## config.mk

```make
export PLATFORM = sky130hd
export DESIGN_NAME = microTop
export DESIGN_NICKNAME = d
export VERILOG_FILES = /design/src/rtl/cpuPkg.sv /design/src/rtl/alu.sv /design/src/rtl/programMemory.sv /design/src/rtl/datapath.sv /design/src/rtl/controlUnit.sv /design/src/rtl/microTop.sv
export SDC_FILE = /design/constraint.sdc
export NUM_CORES = 2
export LEC_CHECK = 0
export ABC_AREA = 1
export ABC_CLOCK_PERIOD_IN_PS = 4270
export BUFFER_PORTS_ARGS = -buffer_cell sky130_fd_sc_hd__clkbuf_2
export CAP_MARGIN = 20
export CORE_UTILIZATION = 40
export DETAILED_ROUTE_END_ITERATION = 16
export MAX_ROUTING_LAYER = met4
export SLEW_MARGIN = 20
export SYNTH_ARGS = -nofsm -noshare
export SYNTH_HDL_FRONTEND = slang
export SYNTH_SLANG_ARGS = --single-unit
```

## constraint.sdc

```tcl
create_clock -name clk -period 4.27 [get_ports clk]
set_clock_uncertainty 0.05 [all_clocks]
set_input_delay 0.6405 -clock clk [delete_from_list [all_inputs] [get_ports clk]]
set_output_delay 0.6405 -clock clk [all_outputs]
set_load 0.03 [all_outputs]
```

## src/rtl/cpuPkg.sv

```systemverilog
`default_nettype none

package cpuPkg;

	localparam int dataWidth = 8;
	localparam int addrWidth = 8;
	localparam int memDepth = 256;
	localparam int bootLength = 16;

	typedef logic [dataWidth-1:0] dataT;
	typedef logic [addrWidth-1:0] addrT;

	// High nibble of the first instruction byte.
	typedef enum logic [3:0] {
		opNop = 4'h0,
		opLdi = 4'h1,
		opLda = 4'h2,
		opSta = 4'h3,
		opAdd = 4'h4,
		opSub = 4'h5,
		opAnd = 4'h6,
		opOr  = 4'h7,
		opXor = 4'h8,
		opJmp = 4'h9,
		opJz  = 4'hA,
		opJc  = 4'hB,
		opHlt = 4'hF
	} opcodeT;

	typedef enum logic [2:0] {
		aluPass = 3'd0,
		aluAdd  = 3'd1,
		aluSub  = 3'd2,
		aluAnd  = 3'd3,
		aluOr   = 3'd4,
		aluXor  = 3'd5
	} aluOpT;

	typedef enum logic [2:0] {
		stIdle    = 3'd0,
		stFetch   = 3'd1,
		stOperand = 3'd2,
		stExecute = 3'd3,
		stHalt    = 3'd4
	} ctrlStateT;

	localparam addrT debugAddr = 8'd127;

	// Sum of the two data bytes goes to 127, then XOR with the first one.
	localparam dataT bootImage [0:bootLength-1] = '{
		8'h20, 8'h0E,	// LDA 14.
		8'h40, 8'h0F,	// ADD 15.
		8'h30, 8'h7F,	// STA 127.
		8'h80, 8'h0E,	// XOR 14.
		8'hF0, 8'h00,	// HLT.
		8'h00, 8'h00,
		8'h00, 8'h00,
		8'h2A, 8'hE0	// Data bytes.
	};

endpackage

`default_nettype wire

```

## src/rtl/alu.sv

```systemverilog
`timescale 1ns/1ps
`default_nettype none

module alu (
	input  cpuPkg::dataT  a,
	input  cpuPkg::dataT  b,
	input  cpuPkg::aluOpT op,
	output cpuPkg::dataT  result,
	output logic          carryOut
);

	// One extra bit on top for carry or borrow.
	logic [cpuPkg::dataWidth:0] wide;

	always_comb begin
		case (op)
			cpuPkg::aluPass: begin
				wide = {1'b0, b};
			end
			cpuPkg::aluAdd: begin
				wide = {1'b0, a} + {1'b0, b};
			end
			cpuPkg::aluSub: begin
				wide = {1'b0, a} - {1'b0, b};	// Top bit set when a < b.
			end
			cpuPkg::aluAnd: begin
				wide = {1'b0, a & b};
			end
			cpuPkg::aluOr: begin
				wide = {1'b0, a | b};
			end
			cpuPkg::aluXor: begin
				wide = {1'b0, a ^ b};
			end
			default: begin
				wide = {1'b0, b};
			end
		endcase
	end

	assign result   = wide[cpuPkg::dataWidth-1:0];
	assign carryOut = wide[cpuPkg::dataWidth];

endmodule

`default_nettype wire

```

## src/rtl/programMemory.sv

```systemverilog
`timescale 1ns/1ps
`default_nettype none

module programMemory (
	input  logic         clk,
	input  logic         nRst,
	input  cpuPkg::addrT cpuAddr,
	input  logic         cpuWe,
	input  cpuPkg::dataT cpuData,
	input  logic         hostWe,
	input  cpuPkg::addrT hostAddr,
	input  cpuPkg::dataT hostData,
	output cpuPkg::dataT readData,
	output cpuPkg::dataT debugByte
);

	cpuPkg::dataT mem [0:cpuPkg::memDepth-1];

	cpuPkg::addrT wrAddr;
	cpuPkg::dataT wrData;
	logic         wrEn;

	// Host port wins over the processor.
	assign wrEn   = hostWe | cpuWe;
	assign wrAddr = hostWe ? hostAddr : cpuAddr;
	assign wrData = hostWe ? hostData : cpuData;

	assign readData  = mem[cpuAddr];	// Asynchronous read.
	assign debugByte = mem[cpuPkg::debugAddr];

	always_ff @(posedge clk or negedge nRst) begin
		if (!nRst) begin
			for (int i = 0; i < cpuPkg::bootLength; i++) begin
				mem[i] <= cpuPkg::bootImage[i];
			end
			for (int i = cpuPkg::bootLength; i < cpuPkg::memDepth; i++) begin
				mem[i] <= '0;
			end
		end else begin
			if (wrEn) begin
				mem[wrAddr] <= wrData;
			end
		end
	end

endmodule

`default_nettype wire

```

## src/rtl/datapath.sv

```systemverilog
`timescale 1ns/1ps
`default_nettype none

module datapath (
	input  logic          clk,
	input  logic          nRst,
	input  cpuPkg::aluOpT aluOp,
	input  cpuPkg::dataT  aluB,
	input  logic          accLoad,
	input  logic          flagLoad,
	input  logic          accClear,
	output cpuPkg::dataT  acc,
	output logic          zero,
	output logic          carry
);

	cpuPkg::dataT aluResult;
	logic         aluCarry;

	alu uAlu (
		.a        (acc),
		.b        (aluB),
		.op       (aluOp),
		.result   (aluResult),
		.carryOut (aluCarry)
	);

	always_ff @(posedge clk or negedge nRst) begin
		if (!nRst) begin
			acc   <= '0;
			zero  <= 1'b0;
			carry <= 1'b0;
		end else if (accClear) begin
			acc   <= '0;
			zero  <= 1'b0;
			carry <= 1'b0;
		end else begin
			if (accLoad) begin
				acc <= aluResult;
			end
			if (flagLoad) begin
				zero <= (aluResult == '0);
				// Loads keep carry.
				if (aluOp != cpuPkg::aluPass) begin
					carry <= aluCarry;	// Logic ops give zero here.
				end
			end
		end
	end

endmodule

`default_nettype wire

```

## src/rtl/controlUnit.sv

```systemverilog
`timescale 1ns/1ps
`default_nettype none

module controlUnit (
	input  logic          clk,
	input  logic          nRst,
	input  logic          run,
	input  cpuPkg::dataT  readData,
	input  logic          zero,
	input  logic          carry,
	output cpuPkg::addrT  memAddr,
	output logic          memWe,
	output cpuPkg::aluOpT aluOp,
	output cpuPkg::dataT  aluB,
	output logic          accLoad,
	output logic          flagLoad,
	output logic          accClear,
	output logic          halted
);

	cpuPkg::ctrlStateT state;
	cpuPkg::ctrlStateT stateNext;
	cpuPkg::addrT      pc;
	cpuPkg::dataT      ir;
	cpuPkg::dataT      opr;
	cpuPkg::opcodeT    opcode;

	logic execute;
	logic aluWrite;
	logic storeOp;
	logic haltOp;
	logic jumpTaken;

	assign opcode = cpuPkg::opcodeT'(ir[7:4]);	// Low nibble ignored.

	always_comb begin
		aluOp     = cpuPkg::aluPass;
		aluWrite  = 1'b0;
		storeOp   = 1'b0;
		haltOp    = 1'b0;
		jumpTaken = 1'b0;
		case (opcode)
			cpuPkg::opLdi, cpuPkg::opLda: begin
				aluWrite = 1'b1;
			end
			cpuPkg::opSta: begin
				storeOp = 1'b1;
			end
			cpuPkg::opAdd: begin
				aluOp    = cpuPkg::aluAdd;
				aluWrite = 1'b1;
			end
			cpuPkg::opSub: begin
				aluOp    = cpuPkg::aluSub;
				aluWrite = 1'b1;
			end
			cpuPkg::opAnd: begin
				aluOp    = cpuPkg::aluAnd;
				aluWrite = 1'b1;
			end
			cpuPkg::opOr: begin
				aluOp    = cpuPkg::aluOr;
				aluWrite = 1'b1;
			end
			cpuPkg::opXor: begin
				aluOp    = cpuPkg::aluXor;
				aluWrite = 1'b1;
			end
			cpuPkg::opJmp: jumpTaken = 1'b1;
			cpuPkg::opJz:  jumpTaken = zero;
			cpuPkg::opJc:  jumpTaken = carry;
			cpuPkg::opHlt: haltOp = 1'b1;
			default:       aluWrite = 1'b0;	// NOP and unused codes.
		endcase
	end

	assign execute  = (state == cpuPkg::stExecute) && run;
	assign accLoad  = execute && aluWrite;
	assign flagLoad = execute && aluWrite;
	assign memWe    = execute && storeOp;
	assign accClear = (state == cpuPkg::stIdle) && run;
	assign halted   = (state == cpuPkg::stHalt);

	// Operand is the data address during execute.
	assign memAddr = (state == cpuPkg::stExecute) ? opr : pc;
	assign aluB    = (opcode == cpuPkg::opLdi) ? opr : readData;

	always_comb begin
		stateNext = state;
		case (state)
			cpuPkg::stIdle:    if (run) stateNext = cpuPkg::stFetch;
			cpuPkg::stFetch:   stateNext = cpuPkg::stOperand;
			cpuPkg::stOperand: stateNext = cpuPkg::stExecute;
			cpuPkg::stExecute: stateNext = haltOp ? cpuPkg::stHalt : cpuPkg::stFetch;
			cpuPkg::stHalt:    stateNext = cpuPkg::stHalt;
			default:           stateNext = cpuPkg::stIdle;
		endcase
		if (!run) begin
			stateNext = cpuPkg::stIdle;	// Stop from anywhere.
		end
	end

	always_ff @(posedge clk or negedge nRst) begin
		if (!nRst) begin
			state <= cpuPkg::stIdle;
			pc    <= '0;
		end else begin
			state <= stateNext;
			if (accClear) begin
				pc <= '0;
			end else if (run && (state == cpuPkg::stFetch || state == cpuPkg::stOperand)) begin
				pc <= pc + 8'd1;
			end else if (execute && jumpTaken) begin
				pc <= opr;
			end
		end
	end

	always_ff @(posedge clk) begin
		if (state == cpuPkg::stFetch) begin
			ir <= readData;
		end
		if (state == cpuPkg::stOperand) begin
			opr <= readData;
		end
	end

endmodule

`default_nettype wire

```

## src/rtl/microTop.sv

```systemverilog
`timescale 1ns/1ps
`default_nettype none

module microTop (
	input  logic         clk,
	input  logic         nRst,
	input  logic         run,
	input  logic         hostWe,
	input  cpuPkg::addrT hostAddr,
	input  cpuPkg::dataT hostData,
	output cpuPkg::dataT acc,
	output logic         zero,
	output logic         carry,
	output logic         halted,
	output cpuPkg::dataT debugByte
);

	cpuPkg::addrT  memAddr;
	logic          memWe;
	cpuPkg::dataT  readData;
	cpuPkg::aluOpT aluOp;
	cpuPkg::dataT  aluB;
	logic          accLoad;
	logic          flagLoad;
	logic          accClear;

	programMemory uMem (
		.clk       (clk),
		.nRst      (nRst),
		.cpuAddr   (memAddr),
		.cpuWe     (memWe),
		.cpuData   (acc),	// Store data comes from the accumulator.
		.hostWe    (hostWe),
		.hostAddr  (hostAddr),
		.hostData  (hostData),
		.readData  (readData),
		.debugByte (debugByte)
	);

	controlUnit uCtrl (
		.clk      (clk),
		.nRst     (nRst),
		.run      (run),
		.readData (readData),
		.zero     (zero),
		.carry    (carry),
		.memAddr  (memAddr),
		.memWe    (memWe),
		.aluOp    (aluOp),
		.aluB     (aluB),
		.accLoad  (accLoad),
		.flagLoad (flagLoad),
		.accClear (accClear),
		.halted   (halted)
	);

	datapath uData (
		.clk      (clk),
		.nRst     (nRst),
		.aluOp    (aluOp),
		.aluB     (aluB),
		.accLoad  (accLoad),
		.flagLoad (flagLoad),
		.accClear (accClear),
		.acc      (acc),
		.zero     (zero),
		.carry    (carry)
	);

endmodule

`default_nettype wire

```

Yosys cells after proc, flatten, opt, wreduce, memory -nomap -nowiden
Index checks and enable logic that the tools add are counted.
{"block": "word_totals", "out_inout_bits": 19, "register_bits": 2085, "mem_bits_rw": 0, "rom_bits": 0, "memories": 0, "input_bits": 20, "latch_bits": 0}
{"block": "op_classes", "n_addsub": 3, "n_eq_ne": 21, "mux": 29, "n_mul": 0, "n_reduce_logical": 16, "n_div": 0, "magnitude_cmp": 3, "shift": 0, "bitwise_logic": 6}
{"cell": "2048-bit bitwise mux", "count": 1}
{"cell": "8-bit two-way mux", "count": 12}
{"cell": "8-bit binary-select mux with 8-bit select", "count": 1}
{"cell": "8-bit demux with 8-bit select", "count": 1}
{"cell": "9-bit case mux with 5 select lines", "count": 1}
{"cell": "3-bit case mux with 5 select lines", "count": 2}
{"cell": "4-bit equality test, second input constant", "count": 5}
{"cell": "9-bit >= comparator, second input constant", "count": 2}
{"cell": "8-bit inverter with 9-bit output", "count": 2}
{"cell": "4-bit by 3-bit equality test with 1-bit output, second input constant", "count": 4}
{"cell": "3-bit by 2-bit equality test with 1-bit output, second input constant", "count": 4}
{"cell": "8-bit by 8-bit adder with 9-bit output", "count": 1}
{"cell": "3-bit equality test, second input constant", "count": 3}
{"cell": "9-bit by 1-bit less-than comparator with 1-bit output, second input constant", "count": 1}
{"cell": "8-bit by 8-bit subtractor with 9-bit output", "count": 1}
{"cell": "8-bit by 1-bit adder with 8-bit output, second input constant", "count": 1}
{"cell": "8-bit bitwise AND", "count": 1}
{"cell": "4-bit by 2-bit equality test with 1-bit output, second input constant", "count": 2}
{"cell": "8-bit logical NOT", "count": 1}
{"cell": "1-bit two-way mux", "count": 8}
{"cell": "8-bit OR", "count": 1}
{"cell": "8-bit bitwise XOR", "count": 1}
{"cell": "1-bit logical AND", "count": 7}
{"cell": "7-bit OR reduction", "count": 1}
{"cell": "other kinds (10)", "count": 14}

Logic depth before layout (Yosys ltp)
{"block": "logic_depth", "word_depth": 12, "depth_mapped": 42, "ltp_nobuf": 38}

Modules after synthesis
A second synthesis with hierarchy kept.
{"block": "unflattened", "cells_unflattened": 12039, "hier_area_um2": 96252.3}
{"module": "programMemory", "n_inst": 1, "cells_per_inst": 11592, "seq_area_each_um2": 51289.2, "area_each_um2": 93228.2}
{"module": "controlUnit", "n_inst": 1, "cells_per_inst": 189, "seq_area_each_um2": 635.6, "area_each_um2": 1382.6}
{"module": "alu", "n_inst": 1, "cells_per_inst": 200, "seq_area_each_um2": 0.0, "area_each_um2": 1134.8}
{"module": "datapath", "n_inst": 1, "cells_per_inst": 58, "seq_area_each_um2": 250.2, "area_each_um2": 506.7}

Worst setup path after synthesis
No wires, ideal clock.
{"block": "synth_path", "path_kind": "reg2reg", "from": "reg uCtrl.state[2]", "to": "reg uData.zero", "path_slack_ns": -0.323, "t_arrival_ns": 4.425, "period_less_slack_ns": 4.593, "path_stages_with_launch": 36, "path_buffers": 4, "setup_time_ns": 0.118, "path_cell_list": "dfrtp_1 > inv_2 > nand3_4 > nand2_1 > nand2_1 > buf_6 > buf_6 > buf_6 > buf_2 > o211ai_1 > nand3_1 > nand3_1 > nand3_1 > nand3_1 > nand3_1 > nand3_1 > nand3_1 > nand2_1 > inv_1 > ha_1 > nor2_1 > xor2_1 > ha_1 > nand2_1 > nor2_1 > a211oi_1 > or2_2 > o21ai_0 > inv_1 > o21ai_0 > a21oi_1 > a21oi_1 > a2bb2oi_1 > nor2_1 > nand3_1 > nand2_1"}
{"block": "synth_via", "elab_chain_cells": 12, "word_cells_on_any_way": 21}
{"element": "start, declared", "line_no": "controlUnit.sv:21", "source": "cpuPkg::ctrlStateT state;"}
{"element": "start signal, assigned", "line_no": "controlUnit.sv:105", "source": "state <= cpuPkg::stIdle;"}
{"element": "start signal, assigned", "line_no": "controlUnit.sv:108", "source": "state <= stateNext;"}
{"element": "3-bit by 2-bit equality test with 1-bit output", "line_no": "controlUnit.sv:77, controlUnit.sv:85"}
{"element": "8-bit two-way mux", "line_no": "controlUnit.sv:85", "source": "assign memAddr = (state == cpuPkg::stExecute) ? opr : pc;"}
{"element": "8-bit inverter with 9-bit output (implied by the code)", "line_no": "programMemory.sv:28", "source": "assign readData = mem[cpuAddr];"}
{"element": "8-bit binary-select mux with 8-bit select", "line_no": "programMemory.sv:28"}
{"element": "8-bit two-way mux (implied by the code) (2 in a row)", "line_no": "programMemory.sv:28"}
{"element": "8-bit two-way mux", "line_no": "controlUnit.sv:86", "source": "assign aluB = (opcode == cpuPkg::opLdi) ? opr : readData;"}
{"element": "8-bit by 8-bit subtractor with 9-bit output (tied with other cells)", "line_no": "alu.sv:24", "source": "wide = {1'b0, a} - {1'b0, b};"}
{"element": "9-bit case mux with 5 select lines", "line_no": "alu.sv:16", "source": "case (op)"}
{"element": "8-bit logical NOT", "line_no": "datapath.sv:42", "source": "zero <= (aluResult == '0);"}
{"element": "1-bit two-way mux", "line_no": "datapath.sv:41", "source": "if (flagLoad) begin"}
{"element": "1-bit two-way mux", "line_no": "datapath.sv:33", "source": "end else if (accClear) begin"}
{"element": "end signal, assigned", "line_no": "datapath.sv:42"}
{"element": "end, declared", "line_no": "datapath.sv:13", "source": "output logic zero,"}
Parallel ways exist; a longest one is shown, timed or not. The select of a mux whose other input is x is not followed.
A chain may end at the register's enable or synchronous reset.

Worst setup path after layout
Same ends and word-level chain as after synthesis.

==> reports/metrics.yaml <==
sta:
  hold_violations: 0
  setup_ws_ns: -0.830
  finalMaxSlewViolations: 0
  period_share_pct: 119
  relSlewSlack_pct: 34.7
  fin_crit_ns: 5.10
  setup_viol: 9
  max_freq_mhz: 196
  grt_setup_unrepaired: "yes"
  worst_pin_slew_ns: 0.980
logic_synthesis:
  yosysTopAreaCellShare_pct: 52.7
  synthTopCellsByCount: "nand2_1 (4205), dfrtp_1 (2037), o21ai_0 (1761)"
  synth_cell_types: 41
  netlist_area_um2: 96800
  yosys-top-cells-area: "dfrtp_1 (53%), nand2_1 (16%), o21ai_0 (9.1%)"
  synth.largest_area_cell: "dfrtp_1"
  async_flop_share_pct: 99.4
  synth_nets: 12100
  synth_top_flop_cell: "dfrtp_1"
  synth_edf_count: 12
  yosys_warnings: 0
  ys_seq_area_share_pct: 53.9
  synth-seq-cells: 2081
  avgSynthCellArea_um2: 8.03
  syn_inst: 12100
  synth_most_common_cell: "nand2_1"
critical_path:
  cpMostUsedCell: "nand2_1"
  r2r_cells: 36
  worstPathArrival_ns: 5.81
  slowest_delay_ns: 0.40
  path_max_fanout: 14
  worstSetupPathType: "reg -> reg"
  worst_setup_path_start_kind: "register"
  rr_endpoint: "uData.zero$_DFFE_PN0P_"
  r2r_slack_ns: -0.83
  critPathLaunch: "uCtrl.state[2]$_DFF_PN0_"
  slowest_stage: "dfrtp_1"
  end_kind: "register"
  rr_startpoint: "uCtrl.state[2]$_DFF_PN0_"
  required_ns: 4.98
  endpoint: "uData.zero$_DFFE_PN0P_"
placement:
  dp_cells: 14900
  gp_congestion: 0.968
  portBuffers: 38
  dp_hpwl_mm: 210
  place_area_um2: 103000
grt:
  grt_pass1_wl_mm: 517
  grt_overflow: 0
  grt_max_degree: 139
  grt_usage_pct: 28.2
  grt_pass1_vias: 83300
  antenna_found_initial: 4
  use_met2_pct: 43.4
  use_met3_pct: 4.45
  grt_util_met1_pct: 37.4
  grt.busiest_layer: "met2"
power_and_ir_drop:
  ir_drop_mv: 0.374
  total_power_w: 0.0644
  leakage_nw: 50.7
  p_per_area_nw_per_um2: 560
die:
  design.core.area_um2: 241000
  die_w_um: 494
  num_io_pins: 39
  initial_core_util_pct: 40.2
  num_rows: 180
  die_y_um: 494
  die-area_um2: 244000
status:
  status: "finished with violations"
  violations: "setup timing"
hold_path:
  hold_class: "in -> reg"
  hp-start: "hostData[4]"
routing:
  firstDrtPassIters: 9
  routed-via-count: 87100
  via_per_inst: 5.62
  routed_wl_mm: 339
  wire_per_inst_um: 21.9
  ant_nets: 0
  first_iter_violations: 10400
  drc: 0
clocking:
  cts_htree_levels: 4
  clkLatencyLatePin_ns: 0.89
  cts_root_buf: "clkbuf_16"
  cts_buffers: 222
  clkSinkCount: 2081
  clk_pin_slew_ns: 0.07
  cts_tree: "yes"
  clockBufferDepth: 3
job:
  cap_violations: 0
cells_and_area:
  stdcell_count: 15500
  multi_input_area_um2: 40300
  regArea_um2: 52200
  fillers: 23100
  final_layout_size_suffix_gt1_share_pct: 12.4
  syn_to_final_growth_pct: 18.9
  fin_nets: 12200
  design_area_um2: 115000
[through the flow]
stage               util, %  setup WS, ns  setup TNS (ns)  hold slack, ns
detailed placement     42.9         -1.14           -7.11           0.418
global placement       42.9         -1.10           -7.14           0.411
CTS                    47.3        -0.729           -4.84           0.102
finish                 47.8        -0.830           -5.48           0.159
floorplan                 -        -0.108          -0.164           0.295
global route           47.8         -1.08           -7.47           0.127
[worst min path at each step]
| stage | depth (start not counted) | slack [ns] | end |
|---|---|---|---|
| floorplan | 0 | 0.29 | uCtrl.pc[0]$_DFFE_PN0P_ |
| global placement | 2 | 0.41 | uMem.mem[43]$_DFFE_PN0P_ |
| detailed placement | 2 | 0.42 | uMem.mem[1128]$_DFFE_PN0P_ |
| CTS | 3 | 0.10 | uMem.mem[396]$_DFFE_PN0P_ |
| global route | 3 | 0.13 | uMem.mem[396]$_DFFE_PN0P_ |
| finish | 3 | 0.16 | uMem.mem[396]$_DFFE_PN0P_ |
[per-layer routing]
layer | wire, µm | vias up | share of wire, %
li1 | - | 40100 | -
met1 | 144000 | 42600 | 42
met2 | 155000 | 3628 | 46
met3 | 26000 | 755 | 7.7
met4 | 14900 | 0 | 4.4
met5 | 0 | - | 0
[cell usage in the layout (no fill, tap or decap), drive strengths merged]
cell type / instances
a21oi: 18
clkbuf: 377
inv: 309
xnor2: 1
a2bb2oi: 1
ha: 28
dlygate4sd3: 2
bufinv: 22
dfstp: 32
xor2: 6
nor3: 4
o22ai: 57
bufbuf: 23
and2: 1
nand2: 4241
nand4: 1
o211ai: 161
a221oi: 1
buf: 747
a22oi: 1
a211oi: 4
o2111ai: 2
fa: 1
nor2: 222
nand3: 1664
diode: 6
o31ai: 2
clkinv: 51
nand3b: 1
o21ai: 2275
edfxtp: 12
dfrtp: 2037
or2: 4
clkinvlp: 5
[cell type report]
cell class,count,area share (%)
well taps,3185,3.46
clock buffers,329,5.85
diodes,6,0.0131
inverters,304,1.01
repair buffers,820,8.29
clock inverters,83,0.958
multi-input cells,8696,35.1
flip-flops and latches,2081,45.4
[report_power, final]
part | switching [W] | internal (W)
Clock | 0.00838 | 0.0122
Sequential | 0.00119 | 0.0218
Combinational | 0.0128 | 0.00803
[state kept, by name, indices dropped and copies added (netlist names)]
register / cells
uCtrl.ir: 4
uCtrl.opr: 8
uCtrl.pc: 8
uCtrl.state: 3
uData.acc: 8
uData.carry: 1
uData.zero: 1
uMem.debugByte: 8
uMem.mem: 2040
[kinds of logic after synthesis]
| family | Yosys count | share of synthesized area [%] |
|---|---|---|
| DFF | 2081 | 53.9 |
| adders and majority gates | 29 | 0.383 |
| and+or+nand+nor | 6136 | 26.2 |
| xor gates and xnor gates | 7 | 0.0634 |
| AOI/OAI and AO/OA | 2522 | 13.6 |
| buffers and inverters | 1280 | 5.81 |
[critical path, delay by kind of cell (launching register included)]
| family | cells | cell delay (ns) |
|---|---|---|
| buf+inv | 9 | 1.30 |
| fa+ha+maj | 1 | 0.32 |
| compound gates | 6 | 0.65 |
| flops | 1 | 0.40 |
| simple gates | 20 | 2.23 |
[repair_timing]
action / 4_1_cts / 5_1_grt
endpoints found under the setup margin: 10 / 282
hold buffers: 2 / 0
gates resized for setup: 185 / 192
setup buffers: 96 / 33
pin swaps: 47 / 96
cloned: 36 / 11
hold endpoints to repair: 47 / 0
No activity file was read; power rests on OpenSTA's default activity.
